<file path="config.mk">
export PLATFORM = sky130hd
export DESIGN_NAME = eth_rx_top
export DESIGN_NICKNAME = d
export VERILOG_FILES = /design/src/eth_frame_pkg.sv /design/src/eth_rx_status_pkg.sv /design/src/eth_preamble_detector.sv /design/src/eth_rx_fsm.sv /design/src/eth_byte_counter.sv /design/src/eth_header_parser.sv /design/src/eth_crc32_checker.sv /design/src/eth_rx_top.sv
export VERILOG_INCLUDE_DIRS = /design/src /design/src/src
export SDC_FILE = /design/constraint.sdc
export NUM_CORES = 1
export LEC_CHECK = 0
export CELL_PAD_IN_SITES_DETAIL_PLACEMENT = 1
export CELL_PAD_IN_SITES_GLOBAL_PLACEMENT = 1
export CORE_MARGIN = 1.5
export CORE_UTILIZATION = 30
export DETAILED_ROUTE_END_ITERATION = 16
export DONT_BUFFER_PORTS = 1
export GPL_TIMING_DRIVEN = 0
export PLACE_DENSITY_LB_ADDON = 0.1
export SKIP_LAST_GASP = 1
export SYNTH_ARGS = -nofsm -noshare
export SYNTH_HDL_FRONTEND = slang
export SYNTH_HIERARCHICAL = 1
export SYNTH_SLANG_ARGS = --single-unit
</file>
<file path="constraint.sdc">
create_clock -name clk -period 14.3 [get_ports clk]
set_clock_uncertainty 0.2 [all_clocks]
set_input_delay 1.43 -clock clk [delete_from_list [all_inputs] [get_ports clk]]
set_output_delay 1.43 -clock clk [all_outputs]
set_load 0.1 [all_outputs]
</file>
<file path="src/eth_rx_macros.svh">
// Ethernet receive constants fixed by the standard, shared by the packages and RTL
`ifndef ETH_RX_MACROS_SVH
`define ETH_RX_MACROS_SVH

// Preamble and start-of-frame delimiter bytes as seen on the byte interface
`define ETH_PREAMBLE_BYTE 8'h55
`define ETH_SFD_BYTE      8'hD5

// Destination, source and type/length
`define ETH_HDR_BYTES 14

// Frame size limits, FCS included, preamble and SFD excluded
`define ETH_MIN_FRAME 64
`define ETH_MAX_FRAME 1518

// Largest type/length value that still means a payload length
`define ETH_MAX_LENGTH 1500

// CRC-32 remainder over a good frame plus its FCS, normal bit order
`define ETH_CRC_RESIDUE 32'hC704DD7B

`define ETH_COUNT_BITS 11

`endif

</file>
<file path="src/eth_frame_pkg.sv">
// Ethernet frame field types for the header and the byte position
`include "eth_rx_macros.svh"

package eth_frame_pkg;

    // Station address, first byte on the wire in the top bits
    typedef logic [47:0] mac_addr_t;

    // Protocol number, meaningful from 1536 upward
    typedef logic [15:0] ethertype_t;

    // Payload length, meaningful up to 1500
    typedef logic [15:0] length_t;

    // The same header word read either way; the value range picks the meaning
    typedef union packed {
        ethertype_t ethertype;
        length_t    length;
    } type_len_u;

    // Byte position within a frame, wide enough for a saturated giant
    typedef logic [`ETH_COUNT_BITS-1:0] frame_count_t;

endpackage

</file>
<file path="src/eth_rx_status_pkg.sv">
// Receive state and frame status encodings
package eth_rx_status_pkg;

    // Where the receiver is within a frame
    typedef enum logic [1:0] {
        IDLE    = 2'd0,
        HEADER  = 2'd1,
        PAYLOAD = 2'd2,
        DROP    = 2'd3
    } rx_state_e;

    // Result reported with frame_done
    // Priority when several apply is GIANT, then RUNT, then CRC_ERR
    typedef enum logic [1:0] {
        STATUS_OK      = 2'd0,
        STATUS_CRC_ERR = 2'd1,
        STATUS_RUNT    = 2'd2,
        STATUS_GIANT   = 2'd3
    } frame_status_e;

endpackage

</file>
<file path="src/eth_preamble_detector.sv">
// Preamble run and SFD detector with outputs three cycles behind the sampled byte
`include "eth_rx_macros.svh"

module eth_preamble_detector (
    input  logic       clk,
    input  logic       reset,
    input  logic [7:0] rx_data,
    input  logic       rx_dv,
    output logic       preamble_detected,
    output logic       sfd_detected
);
    localparam logic [2:0] RUN_MAX     = 3'd7;
    // Two earlier preamble bytes make the current one the third
    localparam logic [2:0] PRE_RUN_MIN = 3'd2;
    localparam logic [2:0] SFD_RUN_MIN = 3'd6;

    logic [7:0] data_q;
    logic       dv_q;
    logic       data_is_preamble;
    logic       data_is_sfd;
    logic [2:0] run_count;
    logic [2:0] run_at_match;
    logic       pre_match;
    logic       sfd_match;
    logic       pre_valid;
    logic       sfd_valid;

    assign data_is_preamble = dv_q && (data_q == `ETH_PREAMBLE_BYTE);
    assign data_is_sfd      = dv_q && (data_q == `ETH_SFD_BYTE);

    // Input sample
    always_ff @(posedge clk) begin
        data_q <= rx_data;
    end

    always_ff @(posedge clk or posedge reset) begin
        if (reset) begin
            dv_q <= 1'b0;
        end else begin
            dv_q <= rx_dv;
        end
    end

    // Consecutive preamble bytes, saturating; any other byte restarts the run
    always_ff @(posedge clk or posedge reset) begin
        if (reset) begin
            run_count <= '0;
        end else if (!data_is_preamble) begin
            run_count <= '0;
        end else if (run_count != RUN_MAX) begin
            run_count <= run_count + 3'd1;
        end
    end

    // Match stage, run length taken before the current byte is counted
    always_ff @(posedge clk or posedge reset) begin
        if (reset) begin
            pre_match    <= 1'b0;
            sfd_match    <= 1'b0;
            run_at_match <= '0;
        end else begin
            pre_match    <= data_is_preamble;
            sfd_match    <= data_is_sfd;
            run_at_match <= run_count;
        end
    end

    // Validation stage
    always_ff @(posedge clk or posedge reset) begin
        if (reset) begin
            pre_valid <= 1'b0;
            sfd_valid <= 1'b0;
        end else begin
            pre_valid <= pre_match && (run_at_match >= PRE_RUN_MIN);
            sfd_valid <= sfd_match && (run_at_match >= SFD_RUN_MIN);
        end
    end

    // Outputs drop at once when the line goes idle
    always_ff @(posedge clk or posedge reset) begin
        if (reset) begin
            preamble_detected <= 1'b0;
            sfd_detected      <= 1'b0;
        end else if (!rx_dv) begin
            preamble_detected <= 1'b0;
            sfd_detected      <= 1'b0;
        end else begin
            preamble_detected <= pre_valid;
            sfd_detected      <= sfd_valid;
        end
    end

endmodule

</file>
<file path="src/eth_rx_fsm.sv">
// Receive FSM with byte alignment, frame framing and end-of-frame classification
`include "eth_rx_macros.svh"

module eth_rx_fsm (
    input  logic                             clk,
    input  logic                             reset,
    input  logic [7:0]                       rx_data,
    input  logic                             rx_dv,
    input  logic                             sfd_detected,
    input  eth_frame_pkg::frame_count_t      byte_count,
    input  logic                             crc_ok,
    output logic [7:0]                       byte_data,
    output logic                             byte_valid,
    output logic                             frame_start,
    output logic                             frame_end,
    output logic                             frame_done,
    output eth_rx_status_pkg::frame_status_e frame_status,
    output eth_frame_pkg::frame_count_t      frame_length,
    output eth_rx_status_pkg::rx_state_e     state
);
    import eth_frame_pkg::*;
    import eth_rx_status_pkg::*;

    // Matches the detector latency so the first frame byte lines up with sfd_detected
    localparam int ALIGN_STAGES = 3;

    logic [7:0]              data_pipe [ALIGN_STAGES];
    logic [ALIGN_STAGES-1:0] dv_pipe;
    logic                    aligned_dv;
    rx_state_e               state_next;
    logic                    end_seen;
    frame_count_t            end_count;
    logic                    end_crc_ok;
    logic                    end_dropped;
    frame_status_e           status_next;

    always_ff @(posedge clk) begin
        data_pipe[0] <= rx_data;
        for (int i = 1; i < ALIGN_STAGES; i++) begin
            data_pipe[i] <= data_pipe[i-1];
        end
    end

    always_ff @(posedge clk or posedge reset) begin
        if (reset) begin
            dv_pipe <= '0;
        end else begin
            dv_pipe <= {dv_pipe[ALIGN_STAGES-2:0], rx_dv};
        end
    end

    assign aligned_dv  = dv_pipe[ALIGN_STAGES-1];
    assign byte_data   = data_pipe[ALIGN_STAGES-1];
    // SFD outside IDLE is ignored
    assign frame_start = (state == IDLE) && sfd_detected && aligned_dv;
    assign frame_end   = (state != IDLE) && !aligned_dv;
    assign byte_valid  = aligned_dv && (frame_start || (state != IDLE));

    // byte_count equals the index of the byte on byte_data once past frame_start
    always_comb begin
        state_next = state;
        unique case (state)
            IDLE:    if (frame_start) state_next = HEADER;
            HEADER:  if (!aligned_dv) state_next = IDLE;
                     else if (byte_count == `ETH_HDR_BYTES - 1) state_next = PAYLOAD;
            PAYLOAD: if (!aligned_dv) state_next = IDLE;
                     else if (byte_count >= `ETH_MAX_FRAME) state_next = DROP;
            DROP:    if (!aligned_dv) state_next = IDLE;
            default: state_next = IDLE;
        endcase
    end

    always_ff @(posedge clk or posedge reset) begin
        if (reset) begin
            state    <= IDLE;
            end_seen <= 1'b0;
        end else begin
            state    <= state_next;
            end_seen <= frame_end;
        end
    end

    // Snapshot of the finished frame
    always_ff @(posedge clk) begin
        if (frame_end) begin
            end_count   <= byte_count;
            end_crc_ok  <= crc_ok;
            end_dropped <= (state == DROP);
        end
    end

    always_comb begin
        if (end_dropped) begin
            status_next = STATUS_GIANT;
        end else if (end_count < `ETH_MIN_FRAME) begin
            status_next = STATUS_RUNT;
        end else if (!end_crc_ok) begin
            status_next = STATUS_CRC_ERR;
        end else begin
            status_next = STATUS_OK;
        end
    end

    always_ff @(posedge clk or posedge reset) begin
        if (reset) begin
            frame_done   <= 1'b0;
            frame_status <= STATUS_OK;
            frame_length <= '0;
        end else begin
            frame_done <= end_seen;
            if (end_seen) begin
                frame_status <= status_next;
                frame_length <= end_count;
            end
        end
    end

endmodule

</file>
<file path="src/eth_byte_counter.sv">
// Saturating frame byte counter, the position reference for the receive path
module eth_byte_counter (
    input  logic                        clk,
    input  logic                        reset,
    input  logic                        frame_start,
    input  logic                        byte_valid,
    output eth_frame_pkg::frame_count_t byte_count
);
    import eth_frame_pkg::*;

    localparam frame_count_t COUNT_MAX = '1;

    // frame_start comes with byte 0, so the count leaves it at 1
    // and then equals the index of the byte being presented
    always_ff @(posedge clk or posedge reset) begin
        if (reset) begin
            byte_count <= '0;
        end else if (frame_start) begin
            byte_count <= frame_count_t'(1);
        end else if (byte_valid && (byte_count != COUNT_MAX)) begin
            byte_count <= byte_count + frame_count_t'(1);
        end
    end

endmodule

</file>
<file path="src/eth_header_parser.sv">
// Header parser capturing the addresses and the type/length word by byte index
`include "eth_rx_macros.svh"

module eth_header_parser (
    input  logic                        clk,
    input  logic                        reset,
    input  logic [7:0]                  byte_data,
    input  logic                        byte_valid,
    input  eth_frame_pkg::frame_count_t byte_count,
    output eth_frame_pkg::mac_addr_t    dest_mac,
    output eth_frame_pkg::mac_addr_t    src_mac,
    output eth_frame_pkg::type_len_u    type_len,
    output logic                        len_is_length
);
    import eth_frame_pkg::*;

    localparam int DEST_END = 6;
    localparam int SRC_END  = 12;

    logic [7:0]   data_q;
    logic         valid_q;
    frame_count_t index;

    // Byte is held one cycle, by then the counter has moved past it
    assign index = byte_count - frame_count_t'(1);

    always_ff @(posedge clk) begin
        data_q <= byte_data;
    end

    always_ff @(posedge clk or posedge reset) begin
        if (reset) begin
            valid_q <= 1'b0;
        end else begin
            valid_q <= byte_valid;
        end
    end

    // First byte on the wire ends up in the top bits
    always_ff @(posedge clk) begin
        if (valid_q) begin
            if (index < DEST_END) begin
                dest_mac <= {dest_mac[39:0], data_q};
            end else if (index < SRC_END) begin
                src_mac <= {src_mac[39:0], data_q};
            end else if (index < `ETH_HDR_BYTES) begin
                type_len <= {type_len.ethertype[7:0], data_q};
            end
        end
    end

    // Values from 1501 to 1535 are undefined and read as a type
    assign len_is_length = (type_len.length <= `ETH_MAX_LENGTH);

endmodule

</file>
<file path="src/eth_crc32_checker.sv">
// Byte-wise reflected CRC-32 over the frame and FCS with a residue check
`include "eth_rx_macros.svh"

module eth_crc32_checker (
    input  logic       clk,
    input  logic       reset,
    input  logic       frame_start,
    input  logic [7:0] byte_data,
    input  logic       byte_valid,
    output logic       crc_ok
);
    localparam logic [31:0] CRC_POLY = 32'hEDB88320;
    localparam logic [31:0] CRC_INIT = 32'hFFFFFFFF;
    // Register shifts LSB first, so it holds the residue bit-reversed
    localparam logic [31:0] RESIDUE_REFLECTED = {<<{`ETH_CRC_RESIDUE}};

    logic [31:0] crc_q;
    logic [31:0] crc_seed;
    logic [31:0] crc_next;

    function automatic logic [31:0] crc32_byte(input logic [31:0] crc_in,
                                               input logic [7:0]  data);
        logic [31:0] c;
        c = crc_in;
        for (int i = 0; i < 8; i++) begin
            if (c[0] ^ data[i]) begin
                c = (c >> 1) ^ CRC_POLY;
            end else begin
                c = c >> 1;
            end
        end
        return c;
    endfunction

    // Byte 0 arrives with frame_start and is folded into a fresh seed
    assign crc_seed = frame_start ? CRC_INIT : crc_q;
    assign crc_next = crc32_byte(crc_seed, byte_data);

    always_ff @(posedge clk or posedge reset) begin
        if (reset) begin
            crc_q <= CRC_INIT;
        end else if (byte_valid) begin
            crc_q <= crc_next;
        end
    end

    assign crc_ok = (crc_q == RESIDUE_REFLECTED);

endmodule

</file>
<file path="src/eth_rx_top.sv">
// Ethernet MAC receive front end on the GMII byte interface
module eth_rx_top (
    input  logic                             clk,
    input  logic                             reset,
    input  logic [7:0]                       rx_data,
    input  logic                             rx_dv,
    output logic                             preamble_detected,
    output logic                             frame_done,
    output eth_rx_status_pkg::frame_status_e frame_status,
    output eth_frame_pkg::frame_count_t      frame_length,
    output eth_frame_pkg::mac_addr_t         dest_mac,
    output eth_frame_pkg::mac_addr_t         src_mac,
    output eth_frame_pkg::type_len_u         type_len,
    output logic                             len_is_length,
    output eth_rx_status_pkg::rx_state_e     rx_state
);
    import eth_frame_pkg::*;

    logic         sfd_detected;
    logic [7:0]   byte_data;
    logic         byte_valid;
    logic         frame_start;
    logic         crc_ok;
    frame_count_t byte_count;

    eth_preamble_detector u_preamble (
        .clk               (clk),
        .reset             (reset),
        .rx_data           (rx_data),
        .rx_dv             (rx_dv),
        .preamble_detected (preamble_detected),
        .sfd_detected      (sfd_detected)
    );

    eth_rx_fsm u_fsm (
        .clk          (clk),
        .reset        (reset),
        .rx_data      (rx_data),
        .rx_dv        (rx_dv),
        .sfd_detected (sfd_detected),
        .byte_count   (byte_count),
        .crc_ok       (crc_ok),
        .byte_data    (byte_data),
        .byte_valid   (byte_valid),
        .frame_start  (frame_start),
        .frame_end    (),
        .frame_done   (frame_done),
        .frame_status (frame_status),
        .frame_length (frame_length),
        .state        (rx_state)
    );

    eth_byte_counter u_counter (
        .clk         (clk),
        .reset       (reset),
        .frame_start (frame_start),
        .byte_valid  (byte_valid),
        .byte_count  (byte_count)
    );

    eth_header_parser u_parser (
        .clk           (clk),
        .reset         (reset),
        .byte_data     (byte_data),
        .byte_valid    (byte_valid),
        .byte_count    (byte_count),
        .dest_mac      (dest_mac),
        .src_mac       (src_mac),
        .type_len      (type_len),
        .len_is_length (len_is_length)
    );

    eth_crc32_checker u_crc (
        .clk         (clk),
        .reset       (reset),
        .frame_start (frame_start),
        .byte_data   (byte_data),
        .byte_valid  (byte_valid),
        .crc_ok      (crc_ok)
    );

endmodule

</file>
# --- Word level (Yosys, flattened, before mapping) ---
# Memory sizes are Yosys's and may differ from the RTL's.
# Cells that the tools add are included.
word_totals:
  regBits: 218
  memories: 1
  ramBits: 24
  out_inout_bits: 130
op_classes:
  n_bitwise: 18
  n_lt_le_gt_ge: 8
  mux: 25
  n_addsub: 3
  eq_ne: 14
  reduce_logical: 18
mem_list:
  columns: ["memory", "depth", "width", "read_ports", "rd_clocked_by_memory_dff", "wr", "line_no", "source"]
  rows:
  - ["u_fsm.data_pipe", 3, 8, 3, 0, 3, "eth_rx_fsm.sv:27", "logic [7:0] data_pipe [ALIGN_STAGES];"]
ops:
  columns: ["operator", "n"]
  rows:
  - ["$mux 32", 9]
  - ["$not 13->14", 8]
  - ["$eq 32x32->1 const B", 1]
  - ["$lt 11x4->1 const B", 2]
  - ["$mux 11", 2]
  - ["$le 16x11->1 const B", 1]
  - ["$mux 2", 8]
  - ["$add 11x1->11 const B", 1]
  - ["$eq 11x4->1 const B", 1]
  - ["$ge 11x11->1 const B", 1]
  - ["$lt 11x3->1 const B", 1]
  - ["$lt 11x7->1 const B", 1]
  - ["$ne 11x11->1 const B", 1]
  - ["$sub 11x1->11 const B", 1]
  - ["$logic_and 1x1->1", 9]
  - ["$ne 3x3->1 const B", 3]
  - ["$eq 8x7->1 const B", 1]
  - ["$eq 8x8->1 const B", 1]
  - ["$pmux 2 s4", 1]
  - ["$reduce_and 4->1", 2]
  - ["$xor 1x1->1", 8]
  - ["$mux 3", 2]
  - ["$eq 2x2->1 const B", 2]
  - ["$ne 2x2->1 const B", 2]
  - ["other kinds (13)", 17]

# --- Depth between registers and ports, before layout ---
# Gate-level depths: netlist of the first run.
logic_depth:
  word_depth: 20
  depth_mapped: 9
  depth_no_buf: 7

# --- By module ---
# The synthesis of the first run kept the hierarchy.
by_module_without_submodules:
  columns: ["module", "cells_each", "seq_area_each_um2", "area_per_inst_um2", "n_inst"]
  rows:
  - ["eth_header_parser", 174, 3548.4, 3890.0, 1]
  - ["eth_crc32_checker", 236, 840.8, 2338.5, 1]
  - ["eth_rx_fsm", 104, 1371.3, 1729.2, 1]
  - ["eth_byte_counter", 75, 275.3, 749.5, 1]
  - ["eth_preamble_detector", 39, 460.4, 606.8, 1]

# --- Worst setup path before layout of the first run ---
# OpenSTA, ideal clock, no wires.
synth_path:
  kind: "register -> register"
  from: "register u_counter.byte_count[0]"
  to: "register u_parser.src_mac[0], enable pin"
  t_required_ns: 13.587
  setup_slack_ns: 8.646
  path_stages_with_launch: 8
  t_arrival_ns: 4.942
  setup_ns: 0.513
  path_buffers: 1
  path_cell_list: "dfrtp_1 inv_1 ha_1 buf_2 or3_1 nor4_2 nor3_1 nor3_1"
synth_between:
  elab_chain_len: 4
synth_lines:
  columns: ["item", "line_no", "source"]
  rows:
  - ["from (decl)", "eth_byte_counter.sv:7", "output eth_frame_pkg::frame_count_t byte_count"]
  - ["from (signal assigned)", "eth_byte_counter.sv:19", "byte_count <= frame_count_t'(1);"]
  - ["from (signal assigned)", "eth_byte_counter.sv:21", "byte_count <= byte_count + frame_count_t'(1);"]
  - ["$sub 11x1->11 (*)", "eth_header_parser.sv:25", "assign index = byte_count - frame_count_t'(1);"]
  - ["$lt 11x3->1", "eth_header_parser.sv:42", "if (index < DEST_END) begin"]
  - ["$not 1->1 (no line)", null, null]
  - ["$reduce_and 3->1 (no line) (*)", null, null]
  - ["to (signal assigned)", "eth_header_parser.sv:45", "src_mac <= {src_mac[39:0], data_q};"]
  - ["to (decl)", "eth_header_parser.sv:11", "output eth_frame_pkg::mac_addr_t src_mac,"]
# Mark *: on every way between the ends. The rest lies on a longest branch, timed or not.
# A chain may end at the register's enable or synchronous reset.

# --- Final worst setup path of the first run ---
layout_path:
  from: "register u_parser/type_len[1] (netlist bit)"
  to: "output len_is_length"
layout_between:
  elab_chain_len: 1
layout_lines:
  columns: ["item", "line_no", "source"]
  rows:
  - ["from (decl)", "eth_header_parser.sv:12", "output eth_frame_pkg::type_len_u type_len,"]
  - ["from (signal assigned)", "eth_header_parser.sv:47", "type_len <= {type_len.ethertype[7:0], data_q};"]
  - ["$le 16x11->1 (no line)", null, null]
  - ["to (decl)", "eth_rx_top.sv:14", "output logic len_is_length,"]
# Every way passes these cells.

==> summary.txt, run 1 <==
Outcome
  • Status: complete, no violations

Route
  • Wirelength, routed: approximately 22000 um
  • Drt drc: 0
  • Via/cell ratio: 4.71
  • Starting DRT DRC Count: 221
  • Drt wl/cell: 20.3 um
  • Vias: 5103
  • Drt first pass iters: 4
  • Routed Antenna Nets: 0

CTS
  • Total CTS buffers: 27
  • Root Buffer: clkbuf_16
  • Clock Tree Buf Depth: 3
  • Clk_lat worst skew: 0.55 ns
  • Cts hold-fix bufs: 0
  • Clock tree sinks: between 200 and 250
  • Clk pin slew, worst setup/hold paths: approximately 0.060 ns
  • H-tree depth: 1
  • Post CTS Setup Buffer Count: 0
  • CTS tree: yes
  • Post-CTS sizing: 0

STA
  • Slew Viols, Final: 0
  • Slew headroom: 22.5%
  • Fin crit period: 4.64 ns
  • Worst Tran Pin Value: roughly 1.2 ns
  • Final Worst Setup Slack: 9.66 ns
  • Final Hold Fails: 0
  • TNS Setup: 0 ns
  • Unrepaired setup endpoints after global routing: false
  • Fmax: approximately 220 MHz
  • Fin crit share: 32.5%
  • Setup violators final: 0

Yosys
  • Synth top cells by count: edfxtp_1, nor2_1, xnor2_1, dfrtp_1, dfxtp_1
  • Syn_nets: 643
  • Most common cell in the synthesized netlist: edfxtp_1
  • Post-synthesis cell count: 628
  • Post-synthesis average cell area: 14.8 um2
  • EDFF count, synth: 125
  • Synth area leaders: edfxtp_1, dfrtp_1, dfstp_2, dfxtp_1, xnor2_1
  • FFs w/ async S/R, synth: about a third
  • Number of distinct library cells after synthesis: 69
  • Sequential share of the synthesized area: 69.7%
  • Yosys top cell area share: 40.3%
  • Post-synth top area cell: edfxtp_1
  • Post-synth top flop: edfxtp_1
  • Seq cells post-synth: ~240
  • Yosys warns: 6
  • Synthesized area: a little over 9000 um2

Floorplanning
  • Die ar.: between 30000 and 40000 um2
  • Die Wd: 179 um
  • Overall die height: 179 um
  • Core ar.: roughly 31000 um2
  • Core Rows: 64
  • Ports: around 140
  • Starting Density: 30.4%

Finish
  • Design area: 10800 um2
  • ANT cells: 0
  • Synthesis-to-layout area growth: 16.4%
  • NumNets Final: roughly 700
  • Share of layout cells above drive strength 1: between 20% and 30%
  • Final core occ: a little over a third

Pwr
  • P_leak: 0.00391 uW
  • Power Density: 135 nW/um2
  • Worst vdd ir: 0.0000962 V
  • Pwr Total: 1460 uW

Worst setup path
  • Crit-path slowest cell: a211oi_4
  • Worst path cell trace: o2111ai_1, nand2b_1, a41o_1, a211oi_4
  • CP Launch Type: flip-flop
  • CP Class: flip-flop to output pin
  • Crit path DAT: between 3 and 4 ns
  • Worst-path fanout max: 3
  • WP data required: 12.67 ns
  • R2R setup slack: between 10 and 15 ns
  • Crit end category: output pin
  • Max incr delay on CP: 0.91 ns

Placed design
  • Post-Place Setup Slack: 10.20 ns
  • Gpl congestion: 0.759
  • Dpl cell area: 9960 um2
  • DP HPWL: 15700 um
  • # port buffers: 0

Global routing
  • Vias in the first global route: 5493
  • Largest net degree at the start of global routing: 33
  • First-pass GRT wire length: 33200 um
  • Initial antenna violation count: 0
  • Gr ovfl total: 0
  • All-Layer GR Usage: between 10% and 20%

Flow run
  • Max Cap Violations: 0

Hold path
  • Worst Hold Class: flip-flop to flip-flop
layer usage:
layer | GRT usage (%) | routed length, um
met3 | 4.07 | 2040
met1 | 17.3 | 9390
met2 | 22.1 | 10100
met4 | 3.86 | 452
met5 | 0 | 0
layout by cell type (no fill, tap or decap), drive strengths merged, types with 4 or more instances in the layout:
| cell | Yosys | routed |
|---|---|---|
| mux2 | 26 | 26 |
| nor3 | 15 | 15 |
| o21ai | 5 | 5 |
| nand4 | 5 | 5 |
| a21oi | 28 | 28 |
| nand3b | 5 | 5 |
| dfxtp | 40 | 40 |
| clkinvlp | 0 | 4 |
| a211oi | 6 | 6 |
| nor4 | 9 | 9 |
| a311oi | 4 | 4 |
| nor2 | 73 | 73 |
| nand2b | 6 | 6 |
| nor2b | 5 | 5 |
| dfrtp | 44 | 44 |
| or3 | 5 | 5 |
| clkbuf | 6 | 43 |
| edfxtp | 125 | 125 |
| nand2 | 9 | 9 |
| dfstp | 32 | 32 |
| clkinv | 0 | 7 |
| xnor2 | 61 | 61 |
| ha | 4 | 4 |
| buf | 26 | 36 |
| nand4b | 9 | 9 |
| inv | 11 | 13 |
| and4 | 5 | 5 |
| and2 | 4 | 4 |
| xor2 | 22 | 22 |
metrics by stage:
stage / instances / hold WS, ns
floorplan: 628 / 0.110
global placement: 1024 / 0.117
detailed placement: 1034 / 0.113
CTS: 1084 / 0.127
global route: 1084 / 0.131
finish: 1084 / 0.127
layout make-up:
type | instances | area (um2)
fill | 3145 | 19700
sequential | 241 | 6500
multi-input combinational | 344 | 2610
clock buffer | 37 | 786
tap | 396 | 495
buffer | 32 | 203
timing repair buffer | 10 | 116
clock inverter | 13 | 101
inverter | 11 | 41.3
power breakdown:
group,leakage (uW),switching [uW],internal [uW]
registers,0.00237,2.72,732
logic,0.00111,29.6,25.7
clock network,0.000428,282,389
total,0.00391,315,1150
path summary, 6_finish.rpt:
kind,start,to,cells past startpoint
max,u_parser/type_len[1],len_is_length,4
min,u_fsm/data_pipe[0][12],u_fsm/data_pipe[0][20],0
max reg2reg,u_fsm/state[1],u_crc/crc_q[23],8
min reg2reg,u_fsm/data_pipe[0][12],u_fsm/data_pipe[0][20],0
max in group asynchronous,reset,u_fsm/frame_length[0],1
min in group asynchronous,reset,u_parser/valid_q,1
state kept, by name (all words and copies together), names as in the netlist, 11 cells and up:
| signal | cells |
|---|---|
| u_parser/dest_mac | 48 |
| u_parser/src_mac | 48 |
| u_crc/crc_q | 32 |
| u_fsm/data_pipe | 24 |
| u_parser/type_len | 16 |
| u_counter/byte_count | 11 |
| u_fsm/end_count | 11 |
| u_fsm/frame_length | 11 |
critical path: cells and delay by family (launching register included):
| kind | cells | cell delay [ns] |
|---|---|---|
| compound gates | 3 | 1.56 |
| flops | 1 | 0.83 |
| simple gates | 1 | 0.09 |
cells by family after synthesis:
family | Yosys count | share of synthesized area (%)
DFF | 241 | 69.7
and+or+nand+nor | 163 | 9.61
xor gates and xnor gates | 87 | 9.52
AOI/OAI and AO/OA | 61 | 4.42
buffers and inverters | 43 | 2.62
muxes | 29 | 3.55
adders and majority gates | 4 | 0.537
Note: power is estimated with default switching activity, not from simulation.
==> inputs of run 2 (changes only) <==
==> constraint.sdc (replaced) <==
create_clock -name clk -period 4.5 [get_ports clk]
set_clock_uncertainty 0.2 [all_clocks]
set_input_delay 0.45 -clock clk [delete_from_list [all_inputs] [get_ports clk]]
set_output_delay 0.45 -clock clk [all_outputs]
set_load 0.1 [all_outputs]
==> summary.txt, run 2 (synthesis gave the netlist of run 1 again) <==
Global routing
  • First-pass GRT wire length: 34600 um (+4.1%)
  • All-Layer GR Usage: 14.1% (+0.59 points)
  • Initial antenna violation count: 0 (unchanged)
  • Largest net degree at the start of global routing: 33 (unchanged)
  • Gr ovfl total: 0 (unchanged)
  • Vias in the first global route: 5617 (+2.3%)

Worst setup path
  • Crit path capture: u_parser/dest_mac[20]
  • Most used cell, CP: buf_6
  • CP Class: flip-flop to flip-flop
  • Crit end category: flip-flop
  • WP data required: 4.53 ns (-8.14 ns)
  • Worst setup startpoint: u_counter/byte_count[0]
  • Worst reg2reg endpoint: u_parser/dest_mac[20]
  • Reg2Reg Depth: 10 (+2)
  • Worst path cell trace: inv_1, ha_1, buf_2, or3_1, nor4_2, nor3_1, nor4_4, buf_6, buf_6, buf_6
  • Worst flop-to-flop path startpoint: u_counter/byte_count[0]
  • Worst-path fanout max: 15 (+12)
  • Crit path DAT: 4.05 ns (+1.04 ns)
  • Max incr delay on CP: 0.79 ns (-0.12 ns)
  • CP Launch Type: flip-flop
  • R2R setup slack: 0.48 ns (-10.13 ns)
  • Crit-path slowest cell: nor4_4

CTS
  • Clk_lat worst skew: 0.53 ns (-0.02 ns)
  • CTS tree: yes
  • H-tree depth: 1 (unchanged)
  • Clock Tree Buf Depth: 3 (unchanged)
  • Root Buffer: clkbuf_16
  • Clock tree sinks: 241 (unchanged)
  • Clk pin slew, worst setup/hold paths: 0.06 ns (about the same)
  • Total CTS buffers: 27 (unchanged)

STA
  • Unrepaired setup endpoints after global routing: false
  • Hold_ws: 0.113 ns (-0.0142 ns)
  • Slew headroom: 22.0% (-0.44 points)
  • Slew Viols, Final: 0 (unchanged)
  • Fmax: 248 MHz
  • Fin crit period: 4.02 ns
  • Worst Tran Pin Value: 1.17 ns (+0.00656 ns)
  • TNS Setup: 0 ns (unchanged)
  • Final Hold Fails: 0 (unchanged)
  • Setup violators final: 0 (unchanged)
  • Fin crit share: 89.4%

Flow run
  • Max Cap Violations: 0 (unchanged)

Outcome
  • Status: complete, no violations

Route
  • Drt wl/cell: 21.0 um (+3.6%)
  • Via/cell ratio: 4.68 (-0.54%)
  • Starting DRT DRC Count: 249 (+13%)
  • Vias: 5108 (+0.098%)
  • Drt first pass iters: 4 (unchanged)
  • Wirelength, routed: 22900 um (+4.3%)
  • Drt drc: 0 (unchanged)
  • Routed Antenna Nets: 0 (unchanged)

Pwr
  • P_leak: 0.00397 uW (+1.7%)
  • Worst vdd ir: 0.000243 V (+150%)
  • Power Density: 429 nW/um2 (+220%)

Hold path
  • Worst Hold Class: flip-flop to flip-flop
  • Worst Min Path Start: u_fsm/data_pipe[0][15]

Floorplanning
  • Die ar.: 32100 um2 (unchanged)
  • Core ar.: 30600 um2 (unchanged)
  • Die Wd: 179 um (unchanged)
  • Ports: 141 (unchanged)
  • Core Rows: 64 (unchanged)
  • Overall die height: 179 um (unchanged)
  • Starting Density: 30.4% (unchanged)

Finish
  • Synthesis-to-layout area growth: 17.6%
  • Most common cell after layout, fill and taps aside: edfxtp_1
  • Most frequent cells in the layout: edfxtp_1, nor2_1, xnor2_1
  • Top Registers: u_parser/dest_mac: 48 flops, u_parser/src_mac: 48 flops, u_crc/crc_q: 32 flops
  • ANT cells: 0 (unchanged)
  • Share of layout cells above drive strength 1: 21.3% (-0.51 points)
  • NumNets Final: 689 (+1.0%)

Placed design
  • # port buffers: 0 (unchanged)
  • Gpl congestion: 0.770 (+1.4%)
  • DP HPWL: 16000 um (+2.1%)
run 2: stage by stage:
stage               total power [uW]  worst slack (ns)  cell area, um2  std cells  util [%]
detailed placement              2550             0.420            9950       1031      32.5
floorplan                       2510             0.165            9330        628         -
CTS                             4780             0.416           11000       1091      35.8
global placement                2550            -0.948            9820       1024      32.1
global route                    4890             0.198           11000       1091      35.8
finish                          4690             0.475           11000       1091      35.8
run 2: worst min-delay path by stage:
stage,end,cells past startpoint
4_1_cts,u_fsm/data_pipe[0][23],0
6_report,u_fsm/data_pipe[0][23],0
5_1_grt,u_fsm/data_pipe[0][23],0
2_1_floorplan,u_parser/valid_q,1
3_3_place_gp,u_parser/valid_q,1
3_5_place_dp,u_parser/valid_q,1
run 2: area by class of cell:
| class | count | area (um2) |
|---|---|---|
| plain buffers | 32 | 203 |
| clock buffers | 40 | 815 |
| clock inverters | 10 | 88.8 |
| fillers | 3172 | 19600 |
| inverters | 11 | 41.3 |
| multi-input cells | 344 | 2610 |
| flip-flops and latches | 241 | 6500 |
| well taps | 396 | 495 |
| repair buffers | 17 | 203 |
run 2: timing repair:
item	in CTS	in global routing
resized for setup	0	0
setup buffers	0	0
setup endpoints to repair	0	0
hold endpoints to repair	64	0
hold buffers	10	0
run 2: power breakdown:
group	leakage (uW)	switching, uW	internal (uW)	total [uW]
clock network	0.000449	870	1310	2180
logic	0.00116	96.3	87.5	184
registers	0.00237	7.92	2330	2330
run 2: critical path, delay by kind of cell, from the launching register on:
kind                     cells  cell delay (ns)
AND/OR/NAND/NOR              4             1.62
buffers and inverters        5             0.95
flip-flops                   1             0.71
adder cells (fa/ha/maj)      1             0.21
run 2: metal layers:
layer | GRT usage [%] | wire, um | vias up
li1 | - | - | 2332
met1 | 17.9 | 9850 | 2575
met2 | 24.1 | 10700 | 174
met3 | 3.65 | 2010 | 27
met4 | 3.20 | 317 | 0
met5 | 0 | 0 | -
==> inputs of run 3 (changes only) <==
--- a/config.mk
+++ b/config.mk
@@ -7,7 +7,7 @@
 export NUM_CORES = 1
 export LEC_CHECK = 0
 export CELL_PAD_IN_SITES_DETAIL_PLACEMENT = 1
-export CELL_PAD_IN_SITES_GLOBAL_PLACEMENT = 1
+export CELL_PAD_IN_SITES_GLOBAL_PLACEMENT = 2
 export CORE_MARGIN = 1.5
 export CORE_UTILIZATION = 30
 export DETAILED_ROUTE_END_ITERATION = 16
==> summary.txt, run 3 (synthesis gave the netlist of run 1 again) <==
Outcome
  • Status: complete, no violations

Global routing
  • Gr ovfl total: 0 (unchanged)
  • Vias in the first global route: 5454 (-2.9%)
  • All-Layer GR Usage: 14.1% (about the same)
  • Initial antenna violation count: 0 (unchanged)
  • Largest net degree at the start of global routing: 33 (unchanged)
  • First-pass GRT wire length: 34400 um (-0.40%)

Route
  • Via/cell ratio: 4.64 (-0.82%)
  • Wirelength, routed: 22800 um (-0.46%)
  • Uppermost layer routed: met4
  • Wire length on met1: 9970 um (+1.2%)
  • Vias: 5057 (-1.0%)
  • Drt drc: 0 (unchanged)
  • Drt wl/cell: 21.0 um (-0.28%)
  • Starting DRT DRC Count: 213 (-14%)
  • Drt first pass iters: 4 (unchanged)
  • Routed Antenna Nets: 0 (unchanged)
  • WL met2: 10700 um (-0.52%)
  • Met3 wire len: 1840 um (-8.3%)

STA
  • Final Hold Fails: 0 (unchanged)
  • Unrepaired setup endpoints after global routing: false
  • Setup violators final: 0 (unchanged)
  • Fin crit period: 3.88 ns (-0.147 ns)
  • Slew Viols, Final: 0 (unchanged)
  • Final Worst Setup Slack: 0.623 ns (+0.147 ns)
  • Fmax: 258 MHz (+3.8%)
  • Slew headroom: 22.8% (+0.76 points)
  • Worst Tran Pin Value: 1.15 ns (-0.0113 ns)
  • Fin crit share: 86.2% (-3.3 points)

Placed design
  • Post-Place Setup Slack: 0.620 ns (+0.200 ns)
  • Gpl congestion: 0.742 (-3.7%)
  • Dpl cell area: 9950 um2 (about the same)
  • # port buffers: 0 (unchanged)
  • DP HPWL: 16200 um (+0.87%)

Finish
  • Top Registers: u_parser/dest_mac: 48 flops, u_parser/src_mac: 48 flops, u_crc/crc_q: 32 flops
  • ANT cells: 0 (unchanged)
  • # fillers: 3149 (-0.73%)
  • Share of layout cells above drive strength 1: 20.3% (-0.95 points)
  • NumNets Final: 688 (-0.15%)
  • Most common cell after layout, fill and taps aside: edfxtp_1
  • Most frequent cells in the layout: edfxtp_1, nor2_1, xnor2_1
  • Design area: 10900 um2 (-0.50%)
  • Synthesis-to-layout area growth: 17.0%

CTS
  • Clk pin slew, worst setup/hold paths: 0.06 ns (about the same)
  • Post-CTS sizing: 0 (unchanged)
  • Clock tree sinks: 241 (unchanged)
  • Clock Tree Buf Depth: 3 (unchanged)
  • Clk_lat worst skew: 0.52 ns (about the same)
  • Root Buffer: clkbuf_16
  • Total CTS buffers: 27 (unchanged)
  • CTS tree: yes
  • Cts hold-fix bufs: 10 (unchanged)
  • Post CTS Setup Buffer Count: 0 (unchanged)
  • H-tree depth: 1 (unchanged)

Floorplanning
  • Overall die height: 179 um (unchanged)
  • Ports: 141 (unchanged)
  • Die ar.: 32100 um2 (unchanged)
  • Core Rows: 64 (unchanged)
  • Die Wd: 179 um (unchanged)
  • Core ar.: 30600 um2 (unchanged)
  • Starting Density: 30.4% (unchanged)

Worst setup path
  • Crit-path slowest cell: xnor2_1
  • WP data required: 4.74 ns (+0.21 ns)
  • Crit path DAT: 4.12 ns (+0.07 ns)
  • Worst-path fanout max: 11 (-4)
  • Worst path cell trace: nor2_1, and3_1, buf_4, nor2_1, xnor2_1, xnor2_1, xnor3_1, a21oi_1
  • Crit end category: flip-flop
  • CP Class: flip-flop to flip-flop
  • CP Launch Type: flip-flop
  • Max incr delay on CP: 0.83 ns (+0.04 ns)

Pwr
  • Worst vdd ir: 0.000260 V (+7.0%)
  • Power Density: 422 nW/um2 (-1.6%)
  • P_leak: 0.00395 uW (-0.65%)

Hold path
  • Worst Hold Class: flip-flop to flip-flop

Flow run
  • Max Cap Violations: 0 (unchanged)
[run 3: final timing paths]
kind / cells past startpoint / endpoint / from / slack, ns
max reg2reg: 8 / u_crc/crc_q[20] / u_fsm/state[1] / 0.62
max in group asynchronous: 2 / u_fsm/frame_length[5] / reset / 3.14
min in group asynchronous: 2 / u_parser/valid_q / reset / 0.14
min: 0 / u_fsm/data_pipe[0][21] / u_fsm/data_pipe[0][13] / 0.12
max: 8 / u_crc/crc_q[20] / u_fsm/state[1] / 0.62
min reg2reg: 0 / u_fsm/data_pipe[0][21] / u_fsm/data_pipe[0][13] / 0.12
[run 3: per-layer routing]
metal / vias up / track usage, %
li1: 2328 / -
met1: 2561 / 18.9
met2: 144 / 23.1
met3: 24 / 3.39
met4: 0 / 3.37
met5: - / 0
[run 3: worst max-delay path: cells and delay by family (launching register included)]
family                 cells  cell delay (ns)
AND/OR/NAND/NOR            3             0.84
AO/OA/AOI/OAI              1             0.15
buffers and inverters      1             0.26
XOR/XNOR                   3             1.54
flip-flops                 1             0.80
[run 3: report_power, final]
part           switching (uW)  internal [uW]  total, uW
registers                8.53           2330       2330
logic                     102           87.6        190
clock network             842           1230       2070
total                     953           3640       4600
[run 3: metrics by stage]
stage	cells	TNS, ns	hold slack, ns	power [uW]	utilization [%]
after floorplan	628	0	-0.0213	2510	-
after global placement	1024	-69.42	0.00250	2560	32.1
after detailed placement	1030	0	-0.00182	2560	32.5
after CTS	1089	0	0.112	4680	35.6
after global routing	1089	0	0.127	4780	35.6
final	1089	0	0.124	4600	35.6
[run 3: final cells by class]
type | count | area (um2) | area share [%]
Buffer | 32 | 203 | 1.86
Sequential cell | 241 | 6500 | 59.6
Timing Repair Buffer | 16 | 200 | 1.84
Clock inverter | 16 | 101 | 0.930
Clock buffer | 33 | 749 | 6.88
Multi-Input combinational cell | 344 | 2610 | 24.0
Tap cell | 396 | 495 | 4.55
Inverter | 11 | 41.3 | 0.379
